**config.mk**
```make
export PLATFORM = sky130hd
export DESIGN_NAME = trace_top
export DESIGN_NICKNAME = d
export VERILOG_FILES = /design/src/common/link_pkg.sv /design/src/common/trace_pkg.sv /design/src/hdl/trace_top.sv /design/src/tracer/frame_sender.sv /design/src/tracer/trace_fifo.sv /design/src/tracer/retire_capture.sv
export SDC_FILE = /design/constraint.sdc
export NUM_CORES = 2
export LEC_CHECK = 0
export CAP_MARGIN = 20
export CORE_ASPECT_RATIO = 1.1
export CORE_MARGIN = 2
export CORE_UTILIZATION = 30
export DETAILED_ROUTE_END_ITERATION = 10
export DONT_BUFFER_PORTS = 1
export SETUP_SLACK_MARGIN = 0.02
export SYNTH_ARGS = -nofsm -noshare
export SYNTH_HDL_FRONTEND = slang
export SYNTH_SLANG_ARGS = --single-unit
```
**constraint.sdc**
```tcl
create_clock -name clk -period 19.9 [get_ports clk]
set_clock_uncertainty 0.05 [all_clocks]
set_input_delay 2.985 -clock clk [delete_from_list [all_inputs] [get_ports clk]]
set_output_delay 2.985 -clock clk [all_outputs]
set_load 0.01 [all_outputs]
```
**src/common/link_pkg.sv**
```systemverilog
// link package: gmii byte, pcs status layout and trace frame constants
`default_nettype none

package link_pkg;

  typedef logic [7:0] byte_t; // gmii data

  // pcs/pma status vector, bit 0 first in hardware
  typedef struct packed {
    logic [1:0] pause;              // 15:14
    logic       remote_fault;       // 13
    logic       duplex;             // 12
    logic [1:0] speed;              // 11:10
    logic [1:0] remote_fault_encdg; // 9:8
    logic       phy_link_status;    // 7
    logic       rxnotintable;       // 6
    logic       rxdisperr;          // 5
    logic       rudi_invalid;       // 4
    logic       rudi_i;             // 3
    logic       rudi_c;             // 2
    logic       link_sync;          // 1
    logic       link_status;        // 0
  } pcs_status_t;

  ////////////////////////////////////////////////////////////////////
  // frame layout
  ////////////////////////////////////////////////////////////////////
  localparam int          PREAMBLE_BYTES  = 7;
  localparam byte_t       PREAMBLE_BYTE   = 8'h55;
  localparam byte_t       SFD_BYTE        = 8'hD5;
  localparam logic [15:0] TRACE_ETHERTYPE = 16'h88B5; // high byte on the wire first
  localparam int          PACKET_GAP      = 12;       // enabled idle cycles
  localparam int          FRAME_CNT_W     = 5;        // byte and gap counter

endpackage

`default_nettype wire

```
**src/common/trace_pkg.sv**
```systemverilog
// trace package: core-side types, trace record layout and record FIFO constants
`default_nettype none

package trace_pkg;

  ////////////////////////////////////////////////////////////////////
  // plain widths
  ////////////////////////////////////////////////////////////////////
  typedef logic [63:0] xlen_t;     // register or pc value
  typedef logic [31:0] instr_t;    // raw instruction word
  typedef logic [4:0]  reg_addr_t; // gpr number
  typedef logic [1:0]  priv_t;     // privilege mode
  typedef logic [63:0] count_t;    // retire count

  // memory-stage entry as seen by the tracer, 100 bits
  typedef struct packed {
    logic   valid;
    logic   trap;
    priv_t  priv;
    xlen_t  pc;
    instr_t instr;
  } retire_m_t;

  // gpr write in writeback, 70 bits
  typedef struct packed {
    logic      we;
    reg_addr_t addr;
    xlen_t     value;
  } gpr_wr_t;

  // one retired instruction, 233 bits
  typedef struct packed {
    count_t  minstret;
    gpr_wr_t gpr;
    logic    trap;
    priv_t   priv;
    xlen_t   pc;
    instr_t  instr;
  } trace_rec_t;

  localparam int RECORD_BYTES = 30;
  localparam int RECORD_BITS  = RECORD_BYTES * 8;
  localparam int REC_PAD_BITS = RECORD_BITS - $bits(trace_rec_t); // zero pad on top

  typedef logic [RECORD_BITS-1:0] rec_bits_t; // record as sent, padded

  localparam int TRACE_FIFO_DEPTH = 8;
  localparam int FIFO_STALL_LEVEL = 6;  // two entries of margin for the core
  localparam int FIFO_PTR_W       = $clog2(TRACE_FIFO_DEPTH);
  localparam int FIFO_CNT_W       = $clog2(TRACE_FIFO_DEPTH + 1);

endpackage

`default_nettype wire
```
**src/hdl/trace_top.sv**
```systemverilog
// trace top: retire capture, record fifo and gmii frame sender
`timescale 1ns/1ns
`default_nettype none

module trace_top (
  input  wire                   clk,
  input  wire                   arst_n,
  // core side
  input  trace_pkg::retire_m_t  retire_m,
  input  wire                   stall_w,
  input  wire                   flush_w,
  input  trace_pkg::gpr_wr_t    gpr_w,
  output logic                  external_stall,
  // link side
  input  wire                   gmii_clk_en,
  input  link_pkg::pcs_status_t pcs_status,
  output link_pkg::byte_t       gmii_txd,
  output logic                  gmii_tx_en
);

  import trace_pkg::*;

  trace_rec_t rec;
  logic       push;
  trace_rec_t head;
  logic       not_empty;
  logic       pop;

  retire_capture retire_capture_inst (
    .clk      (clk),
    .arst_n   (arst_n),
    .retire_m (retire_m),
    .stall_w  (stall_w),
    .flush_w  (flush_w),
    .gpr_w    (gpr_w),
    .rec      (rec),
    .push     (push)
  );

  trace_fifo trace_fifo_inst (
    .clk            (clk),
    .arst_n         (arst_n),
    .push           (push),
    .rec            (rec),
    .pop            (pop),
    .head           (head),
    .not_empty      (not_empty),
    .external_stall (external_stall)
  );

  frame_sender frame_sender_inst (
    .clk         (clk),
    .arst_n      (arst_n),
    .head        (head),
    .not_empty   (not_empty),
    .gmii_clk_en (gmii_clk_en),
    .pcs_status  (pcs_status),
    .pop         (pop),
    .gmii_txd    (gmii_txd),
    .gmii_tx_en  (gmii_tx_en)
  );

endmodule

`default_nettype wire

```
**src/tracer/frame_sender.sv**
```systemverilog
// frame sender: turns each fifo record into one ethernet-style frame on gmii
`timescale 1ns/1ns
`default_nettype none

module frame_sender (
  input  wire                   clk,
  input  wire                   arst_n,
  input  trace_pkg::trace_rec_t head,
  input  wire                   not_empty,
  input  wire                   gmii_clk_en,
  input  link_pkg::pcs_status_t pcs_status,
  output logic                  pop,
  output link_pkg::byte_t       gmii_txd,
  output logic                  gmii_tx_en
);

  import trace_pkg::*;
  import link_pkg::*;

  // state names the kind of byte currently on the wire
  typedef enum logic [2:0] {
    ST_IDLE,
    ST_PREAMBLE,
    ST_HEADER,    // sfd, then the two ethertype bytes
    ST_PAYLOAD,
    ST_GAP
  } state_t;

  state_t                 state;
  logic [FRAME_CNT_W-1:0] byte_cnt; // index of the byte on the wire
  rec_bits_t              shift_q;  // padded record, lsb goes out next

  logic start;

  // new frame only from idle with the link up
  assign start = (state == ST_IDLE) & gmii_clk_en & not_empty & pcs_status.link_status;
  assign pop   = start;

  always_ff @(posedge clk) begin
    if (start) begin
      shift_q <= {{REC_PAD_BITS{1'b0}}, head};
    end else if (gmii_clk_en && (state == ST_PAYLOAD ||
                 (state == ST_HEADER && byte_cnt == FRAME_CNT_W'(2)))) begin
      shift_q <= shift_q >> 8;
    end
  end

  ////////////////////////////////////////////////////////////////////
  // byte sequencer, advances on enabled cycles only
  ////////////////////////////////////////////////////////////////////
  always_ff @(posedge clk or negedge arst_n) begin
    if (!arst_n) begin
      state      <= ST_IDLE;
      byte_cnt   <= '0;
      gmii_txd   <= '0;
      gmii_tx_en <= 1'b0;
    end else if (gmii_clk_en) begin
      case (state)
        ST_IDLE: begin
          if (start) begin
            gmii_txd   <= PREAMBLE_BYTE;
            gmii_tx_en <= 1'b1;
            byte_cnt   <= '0;
            state      <= ST_PREAMBLE;
          end
        end

        ST_PREAMBLE: begin
          if (byte_cnt == FRAME_CNT_W'(PREAMBLE_BYTES - 1)) begin
            gmii_txd <= SFD_BYTE;
            byte_cnt <= '0;
            state    <= ST_HEADER;
          end else begin
            gmii_txd <= PREAMBLE_BYTE;
            byte_cnt <= byte_cnt + 1'b1;
          end
        end

        ST_HEADER: begin
          case (byte_cnt)
            FRAME_CNT_W'(0): begin
              gmii_txd <= TRACE_ETHERTYPE[15:8];
              byte_cnt <= byte_cnt + 1'b1;
            end
            FRAME_CNT_W'(1): begin
              gmii_txd <= TRACE_ETHERTYPE[7:0];
              byte_cnt <= byte_cnt + 1'b1;
            end
            default: begin
              gmii_txd <= shift_q[7:0]; // first payload byte
              byte_cnt <= '0;
              state    <= ST_PAYLOAD;
            end
          endcase
        end

        ST_PAYLOAD: begin
          if (byte_cnt == FRAME_CNT_W'(RECORD_BYTES - 1)) begin
            gmii_txd   <= '0;
            gmii_tx_en <= 1'b0;
            byte_cnt   <= '0;
            state      <= ST_GAP;
          end else begin
            gmii_txd <= shift_q[7:0];
            byte_cnt <= byte_cnt + 1'b1;
          end
        end

        ST_GAP: begin
          if (byte_cnt == FRAME_CNT_W'(PACKET_GAP - 1)) begin
            byte_cnt <= '0;
            state    <= ST_IDLE;
          end else begin
            byte_cnt <= byte_cnt + 1'b1;
          end
        end

        default: begin
          gmii_txd   <= '0;
          gmii_tx_en <= 1'b0;
          byte_cnt   <= '0;
          state      <= ST_IDLE;
        end
      endcase
    end
  end

endmodule

`default_nettype wire

```
**src/tracer/trace_fifo.sv**
```systemverilog
// trace fifo: circular record buffer that stalls the core when nearly full
`timescale 1ns/1ns
`default_nettype none

module trace_fifo (
  input  wire                   clk,
  input  wire                   arst_n,
  input  wire                   push,
  input  trace_pkg::trace_rec_t rec,
  input  wire                   pop,
  output trace_pkg::trace_rec_t head,
  output logic                  not_empty,
  output logic                  external_stall
);

  import trace_pkg::*;

  trace_rec_t              mem [TRACE_FIFO_DEPTH];
  logic [FIFO_PTR_W-1:0]   wr_ptr;
  logic [FIFO_PTR_W-1:0]   rd_ptr;
  logic [FIFO_CNT_W-1:0]   count_q;
  logic [FIFO_CNT_W-1:0]   count_d;

  // storage, written on every push
  always_ff @(posedge clk) begin
    if (push) begin
      mem[wr_ptr] <= rec;
    end
  end

  assign head      = mem[rd_ptr];
  assign not_empty = (count_q != '0);

  assign count_d = count_q + FIFO_CNT_W'(push) - FIFO_CNT_W'(pop);

  ////////////////////////////////////////////////////////////////////
  // pointers, occupancy and stall
  ////////////////////////////////////////////////////////////////////
  always_ff @(posedge clk or negedge arst_n) begin
    if (!arst_n) begin
      wr_ptr         <= '0;
      rd_ptr         <= '0;
      count_q        <= '0;
      external_stall <= 1'b0;
    end else begin
      if (push) begin
        wr_ptr <= wr_ptr + 1'b1; // depth is a power of two, wraps
      end
      if (pop) begin
        rd_ptr <= rd_ptr + 1'b1;
      end
      count_q        <= count_d;
      // from the next occupancy so the core sees it a cycle sooner
      external_stall <= (count_d >= FIFO_CNT_W'(FIFO_STALL_LEVEL));
    end
  end

endmodule

`default_nettype wire

```
**src/tracer/retire_capture.sv**
```systemverilog
// retire capture: writeback-stage copy of the core pipeline that builds trace records
`timescale 1ns/1ns
`default_nettype none

module retire_capture (
  input  wire                   clk,
  input  wire                   arst_n,
  input  trace_pkg::retire_m_t  retire_m,
  input  wire                   stall_w,
  input  wire                   flush_w,
  input  trace_pkg::gpr_wr_t    gpr_w,
  output trace_pkg::trace_rec_t rec,
  output logic                  push
);

  import trace_pkg::*;

  retire_m_t wb_q;       // instruction sitting in writeback
  logic      wb_present; // writeback holds something to retire
  count_t    retire_cnt; // non-trap retires so far

  ////////////////////////////////////////////////////////////////////
  // writeback stage
  ////////////////////////////////////////////////////////////////////

  // presence follows flush and stall like the core's own W register
  always_ff @(posedge clk or negedge arst_n) begin
    if (!arst_n) begin
      wb_present <= 1'b0;
    end else if (flush_w) begin
      wb_present <= 1'b0;
    end else if (!stall_w) begin
      wb_present <= retire_m.valid | retire_m.trap; // trapped entries retire too
    end
  end

  always_ff @(posedge clk) begin
    if (!flush_w && !stall_w) begin
      wb_q <= retire_m;
    end
  end

  // leaves writeback this cycle
  assign push = wb_present & ~stall_w & ~flush_w;

  ////////////////////////////////////////////////////////////////////
  // record and retire counter
  ////////////////////////////////////////////////////////////////////

  always_ff @(posedge clk or negedge arst_n) begin
    if (!arst_n) begin
      retire_cnt <= '0;
    end else if (push && !wb_q.trap) begin
      retire_cnt <= retire_cnt + 64'd1;
    end
  end

  always_comb begin
    rec.minstret = retire_cnt;   // count before this one
    rec.gpr      = gpr_w;        // write happens in the retiring cycle
    rec.trap     = wb_q.trap;
    rec.priv     = wb_q.priv;
    rec.pc       = wb_q.pc;
    rec.instr    = wb_q.instr;
  end

endmodule

`default_nettype wire

```
# == Word level (Yosys, flattened, before mapping) ==
# Memory sizes are Yosys's and may differ from the RTL's.
# Cells that the tools add are included.
# word_totals
ramBits,1864
output_inout_bits,10
n_memories,1
ff_bits,425
# classes
magnitude_cmp,1
n_mux,26
bitwise,10
eq_ne,15
n_reduce_logical,18
n_addsub,6
# mem_list
name,depth,word_bits,read_ports,rd_ports_with_merged_regs,write_ports,line_no,rtl
trace_fifo_inst.mem,8,233,1,0,1,trace_fifo.sv:18,trace_rec_t mem [TRACE_FIFO_DEPTH];
# op_table
op,count
2-to-1 mux 233 bit,2
"adder 64 x 1 -> 64 bit, second input constant",1
one-hot mux 8 bit (5 select lines),1
2-to-1 mux 5 bit,5
one-hot mux 5 bit (5 select lines),1
2-to-1 mux 8 bit,3
one-hot mux 8 bit (2 select lines),1
2-to-1 mux 3 bit,5
one-hot mux 3 bit (5 select lines),1
"adder 3 x 1 -> 3 bit, second input constant",2
"equality test 3 x 2 -> 1 bit, second input constant",2
2-to-1 mux 1 bit,6
"!= test 2 x 1 -> 1 bit, second input constant",3
"!= test 2 bit, second input constant",3
AND reduction 6 bit,1
"adder 5 x 1 -> 5 bit, second input constant",1
bitwise AND 1 bit,5
"equality test 5 x 1 -> 1 bit, second input constant",1
"equality test 5 x 2 -> 1 bit, second input constant",1
"equality test 5 x 3 -> 1 bit, second input constant",1
"equality test 5 x 4 -> 1 bit, second input constant",1
"equality test 5 bit, second input constant",1
logical NOT 5 bit,1
adder 4 x 1 -> 4 bit,1
18 further kinds,26

# == Depth between registers and ports, before layout ==
# logic_depth
depth_word,6
depth_mapped,13

# == By module ==
# From an unflattened synthesis, not the netlist that was laid out.
# hier_totals
hier_cells,4312
hier_area_um2,88145.8
# modules_own_cells
mod,n_inst,cells_each,area_each_um2,seq_area_each_um2
trace_fifo,1,2750,70580.2,56248.9
frame_sender,1,1093,10959.3,7422.1
retire_capture,1,469,6606.3,4599.4

# == Worst setup path before layout ==
# No wires, ideal clock.
# synth_timing
path_kind,input to register
from,in flush_w
to,mem trace_fifo_inst.mem[2][0] in the netlist's numbering (enable)
arrival_time_ns,20.560
setup_ns,1.160
required_time_ns,18.690
cell_stages,4
slack_ns,-1.870
cell_sequence,nor3b_1 -> clkbuf_1 -> nand2b_1 -> nor3b_1
# synth_between
elab_chain_cells,4
# synth_rtl
item,line_no,rtl
from (decl),trace_top.sv:11,"input wire flush_w,"
NOT 1 bit,retire_capture.sv:44,assign push = wb_present & ~stall_w & ~flush_w;
bitwise AND 1 bit,retire_capture.sv:44,
named net push,trace_top.sv:24,logic push;
2-to-1 mux 1 bit,trace_fifo.sv:26,if (push) begin
2-to-1 mux 1 bit (not written as such),trace_fifo.sv:27,mem[wr_ptr] <= rec;
to (decl),trace_fifo.sv:18,
# The timed path passes the listed nets, and every way through them passes these cells.

# == Worst setup path after layout ==
# layout_timing
from,in pcs_status[0] in the netlist's numbering
to,reg frame_sender_inst.shift_q[129] (enable)
# layout_between
elab_chain_cells,2
# layout_rtl
item,line_no,rtl
from (decl),trace_top.sv:16,"input link_pkg::pcs_status_t pcs_status,"
bitwise AND 1 bit,frame_sender.sv:36,assign start = (state == ST_IDLE) & gmii_clk_en & not_empty & pcs_status.link_status;
nonzero test 2 bit (no source line),n/a,
to (signal assigned),frame_sender.sv:41,"shift_q <= {{REC_PAD_BITS{1'b0}}, head};"
to (signal assigned),frame_sender.sv:44,shift_q <= shift_q >> 8;
to (decl),frame_sender.sv:31,rec_bits_t shift_q;
# No other way between the ends.
# A chain may end at the register's enable or synchronous reset.

==> results.cfg <==
[power_and_ir_drop]
irDropWorstVdd_mv = 0.0719
report.power.total_mw = 12.0
power_switching_mw = 3.01
p_int_mw = 8.96
leakage_nw = 31.6
p_clk_frac = 0.366
p_seq_frac = 0.473
switching_share = 0.252
powerDensity_nw_per_um2 = 121
p_comb_frac = 0.161

[logic_synthesis]
syn_nets = 4190
synthesis.area_um2 = 86200
syn_inst = 3986
synth_edf_count = 2196
synth_top_area_share = 0.765
synthTopCellsByCount = edfxtp_1 (2,196), mux4_2 (466), nand2_1 (269)
synth.most_common_cell = edfxtp_1
syn_avg_cell_area_um2 = 21.6
ys_warn_count = 0
yosysTopAreaCell = edfxtp_1
ys.flop_type = edfxtp_1
ys_seq_area_frac = 0.792
synth_seq_cells = 2289
ys_types = 59
yosys-top-cells-area = edfxtp_1 (76%), mux4_2 (12%), mux2i_1 (2.7%)
async_flop_share = 0.0406

[routing]
wl_per_cell_um = 23.7
ant_nets = 0
vias_per_cell = 4.84
vias = 39000
drt_iter0_drc = 3315
firstDrtPassIters = 7
drcViolationCount = 0
wl_um = 192000

[clock_network]
cts.sinks = 2289
cts_resized = 0
path_clk_slew_ps = 60
clkLatencyLatePin_ps = 890
cts-root-buf = clkbuf_16
cts_max_level = 4
ctsLongestPathBuffers = 4
cts_tree = yes
numCtsBuffers = 233
cts_setup_buffers = 0
hold_buffers = 0

[grt]
use_met2 = 0.215
met1_usage = 0.166
gr-total-overflow = 0
grt_pass1_vias = 40800
grt_use_total = 0.128
antenna_found_initial = 50
use_met3 = 0.0293
grt_max_degree = 110
top_usage_layer = met2
grt_pass1_wl_um = 279000

[setup_path]
critPathLaunch = pcs_status[0]
crit_path_start_kind = input pin
worst_r2r_endpoint = frame_sender_inst.shift_q[135]
path_class = in -> reg
reg2reg_from = trace_fifo_inst.rd_ptr[0]
crit_end = frame_sender_inst.shift_q[129]
path_max_fanout = 54
worstPathRequired_ps = 20290
rrSetupSlack_ps = 14450
reg2reg_depth = 7
crit_path_end_kind = flop
arrival_ps = 6820

[sta]
rsz0062_at_grt = no
period_share = 0.323
setup_tns_ps = 0
period_minus_slack_ps = 6430
worstMarginPinSlew_ps = 1050
worst_slack_ps = 13470
slew_viol_final = 0
fmax_ghz = 0.156
setup_viol = 0
slew_headroom = 0.303
hold_viol_final = 0

[layout]
design_area_um2 = 98700
syn_to_final_growth_pct = 14.5
fin_nets = 4318
drive_gt1_frac = 0.214
fillers = 26400
finish.utilization = 0.345

[placed_design]
gp_congestion = 0.714
io_buffers = 0
place_area_um2 = 90900
post-place-ws_ps = 12490
hpwl_um = 103000

[die]
fp.dieW_um = 515
num_rows = 206
io_pins = 201
die_h_um = 566
dieArea_um2 = 292000
start_util = 0.301
core_area_um2 = 286000

[worst_hold_path]
hp-class = reg -> reg

[outcome]
status = complete, no violations

[run]
cap_violations = 0
## layer usage
| layer | vias up | routed length, µm |
|---|---|---|
| met5 | - | 156 |
| met3 | 320 | 12400 |
| met4 | 22 | 4720 |
| li1 | 16700 | - |
| met2 | 972 | 94900 |
| met1 | 21000 | 79500 |
## cells in the final DEF, fill, tap and decap left out, types with 4 or more instances in the layout
master and n:
edfxtp_1 2196, mux4_2 466, nand2_1 269, o21ai_0 234, clkbuf_16 234, mux2i_1 233, dfrtp_1 90, buf_4 78
clkbuf_1 52, xnor2_1 51, clkinv_2 42, clkinv_1 37, nand4_1 31, nand3_1 29, nor2_1 26, bufinv_16 24
xor2_1 18, inv_1 17, diode_2 13, and3_1 12, ha_1 12, clkbuf_8 12, nor3_1 11, and4_1 11
clkinvlp_4 10, a21oi_1 7, inv_6 7, clkinv_16 6, nor3b_2 5, and2_1 5, a22o_1 5, nor4_1 5
buf_12 5, a221o_1 4, clkinv_4 4, clkinv_8 4
## power by group through the flow
stage          clock, mW  combinational, mW  sequential, mW
3_3_place_gp           0               1.98            5.77
4_1_cts             4.49               2.00            5.67
3_5_place_dp           0               1.99            5.77
2_1_floorplan          0               1.57            5.74
5_1_grt             4.66               2.11            5.69
6_report            4.38               1.93            5.66
## worst min path at each step
stage,start,to,slack [ps],depth (start not counted)
after CTS,frame_sender_inst.shift_q[232],frame_sender_inst.shift_q[224],410,2
after detailed placement,frame_sender_inst.shift_q[0],frame_sender_inst.gmii_txd[0],440,1
final,frame_sender_inst.shift_q[232],frame_sender_inst.shift_q[224],410,2
after global placement,frame_sender_inst.shift_q[4],frame_sender_inst.gmii_txd[4],440,1
after floorplan,frame_sender_inst.shift_q[5],frame_sender_inst.gmii_txd[5],410,1
after global routing,frame_sender_inst.shift_q[232],frame_sender_inst.shift_q[224],460,2
## critical path, stage by stage
cell and delay, ps:
inv_1 30, a31oi_1 630, nand3_4 730, o21ai_4 200, buf_4 700, buf_4 620
buf_4 730
## sequential cells by signal (all words and copies together), names as in the netlist
| name | cells |
|---|---|
| frame_sender_inst.gmii_tx_en | 1 |
| trace_fifo_inst.count_q | 4 |
| frame_sender_inst.gmii_txd | 8 |
| trace_fifo_inst.mem | 1864 |
| retire_capture_inst.wb_present | 1 |
| trace_fifo_inst.wr_ptr | 3 |
| trace_fifo_inst.rd_ptr | 3 |
| retire_capture_inst.retire_cnt | 64 |
| frame_sender_inst.byte_cnt | 5 |
| retire_capture_inst.rec | 99 |
| frame_sender_inst.state | 3 |
| trace_fifo_inst.external_stall | 1 |
| frame_sender_inst.shift_q | 233 |
## logic make-up after synthesis
group,Yosys count,share of synthesized area
fa+ha+maj,13,0.00197
mux,700,0.149
compound gates,275,0.0173
simple gates,432,0.0235
xor+xnor,69,0.00701
flops,2289,0.792
buf+inv,208,0.00935
## final cells by class
| type | count | area (µm²) | share of cell area |
|---|---|---|---|
| Clock inverter | 136 | 1510 | 0.0153 |
| Clock buffer | 298 | 6220 | 0.0630 |
| Antenna cell | 13 | 32.5 | 0.000330 |
| Inverter | 17 | 63.8 | 0.000647 |
| Timing Repair Buffer | 84 | 691 | 0.00700 |
| Tap cell | 3744 | 4680 | 0.0475 |
| Multi-Input combinational cell | 1489 | 17200 | 0.174 |
| Sequential cell | 2289 | 68300 | 0.692 |
## through the flow
stage / hold slack, ps / instances
floorplan: 405 / 3986
global placement: 444 / 7622
detailed placement: 444 / 7622
CTS: 412 / 8056
global route: 463 / 8059
finish: 412 / 8070
Power figures use the tool's default switching activity.
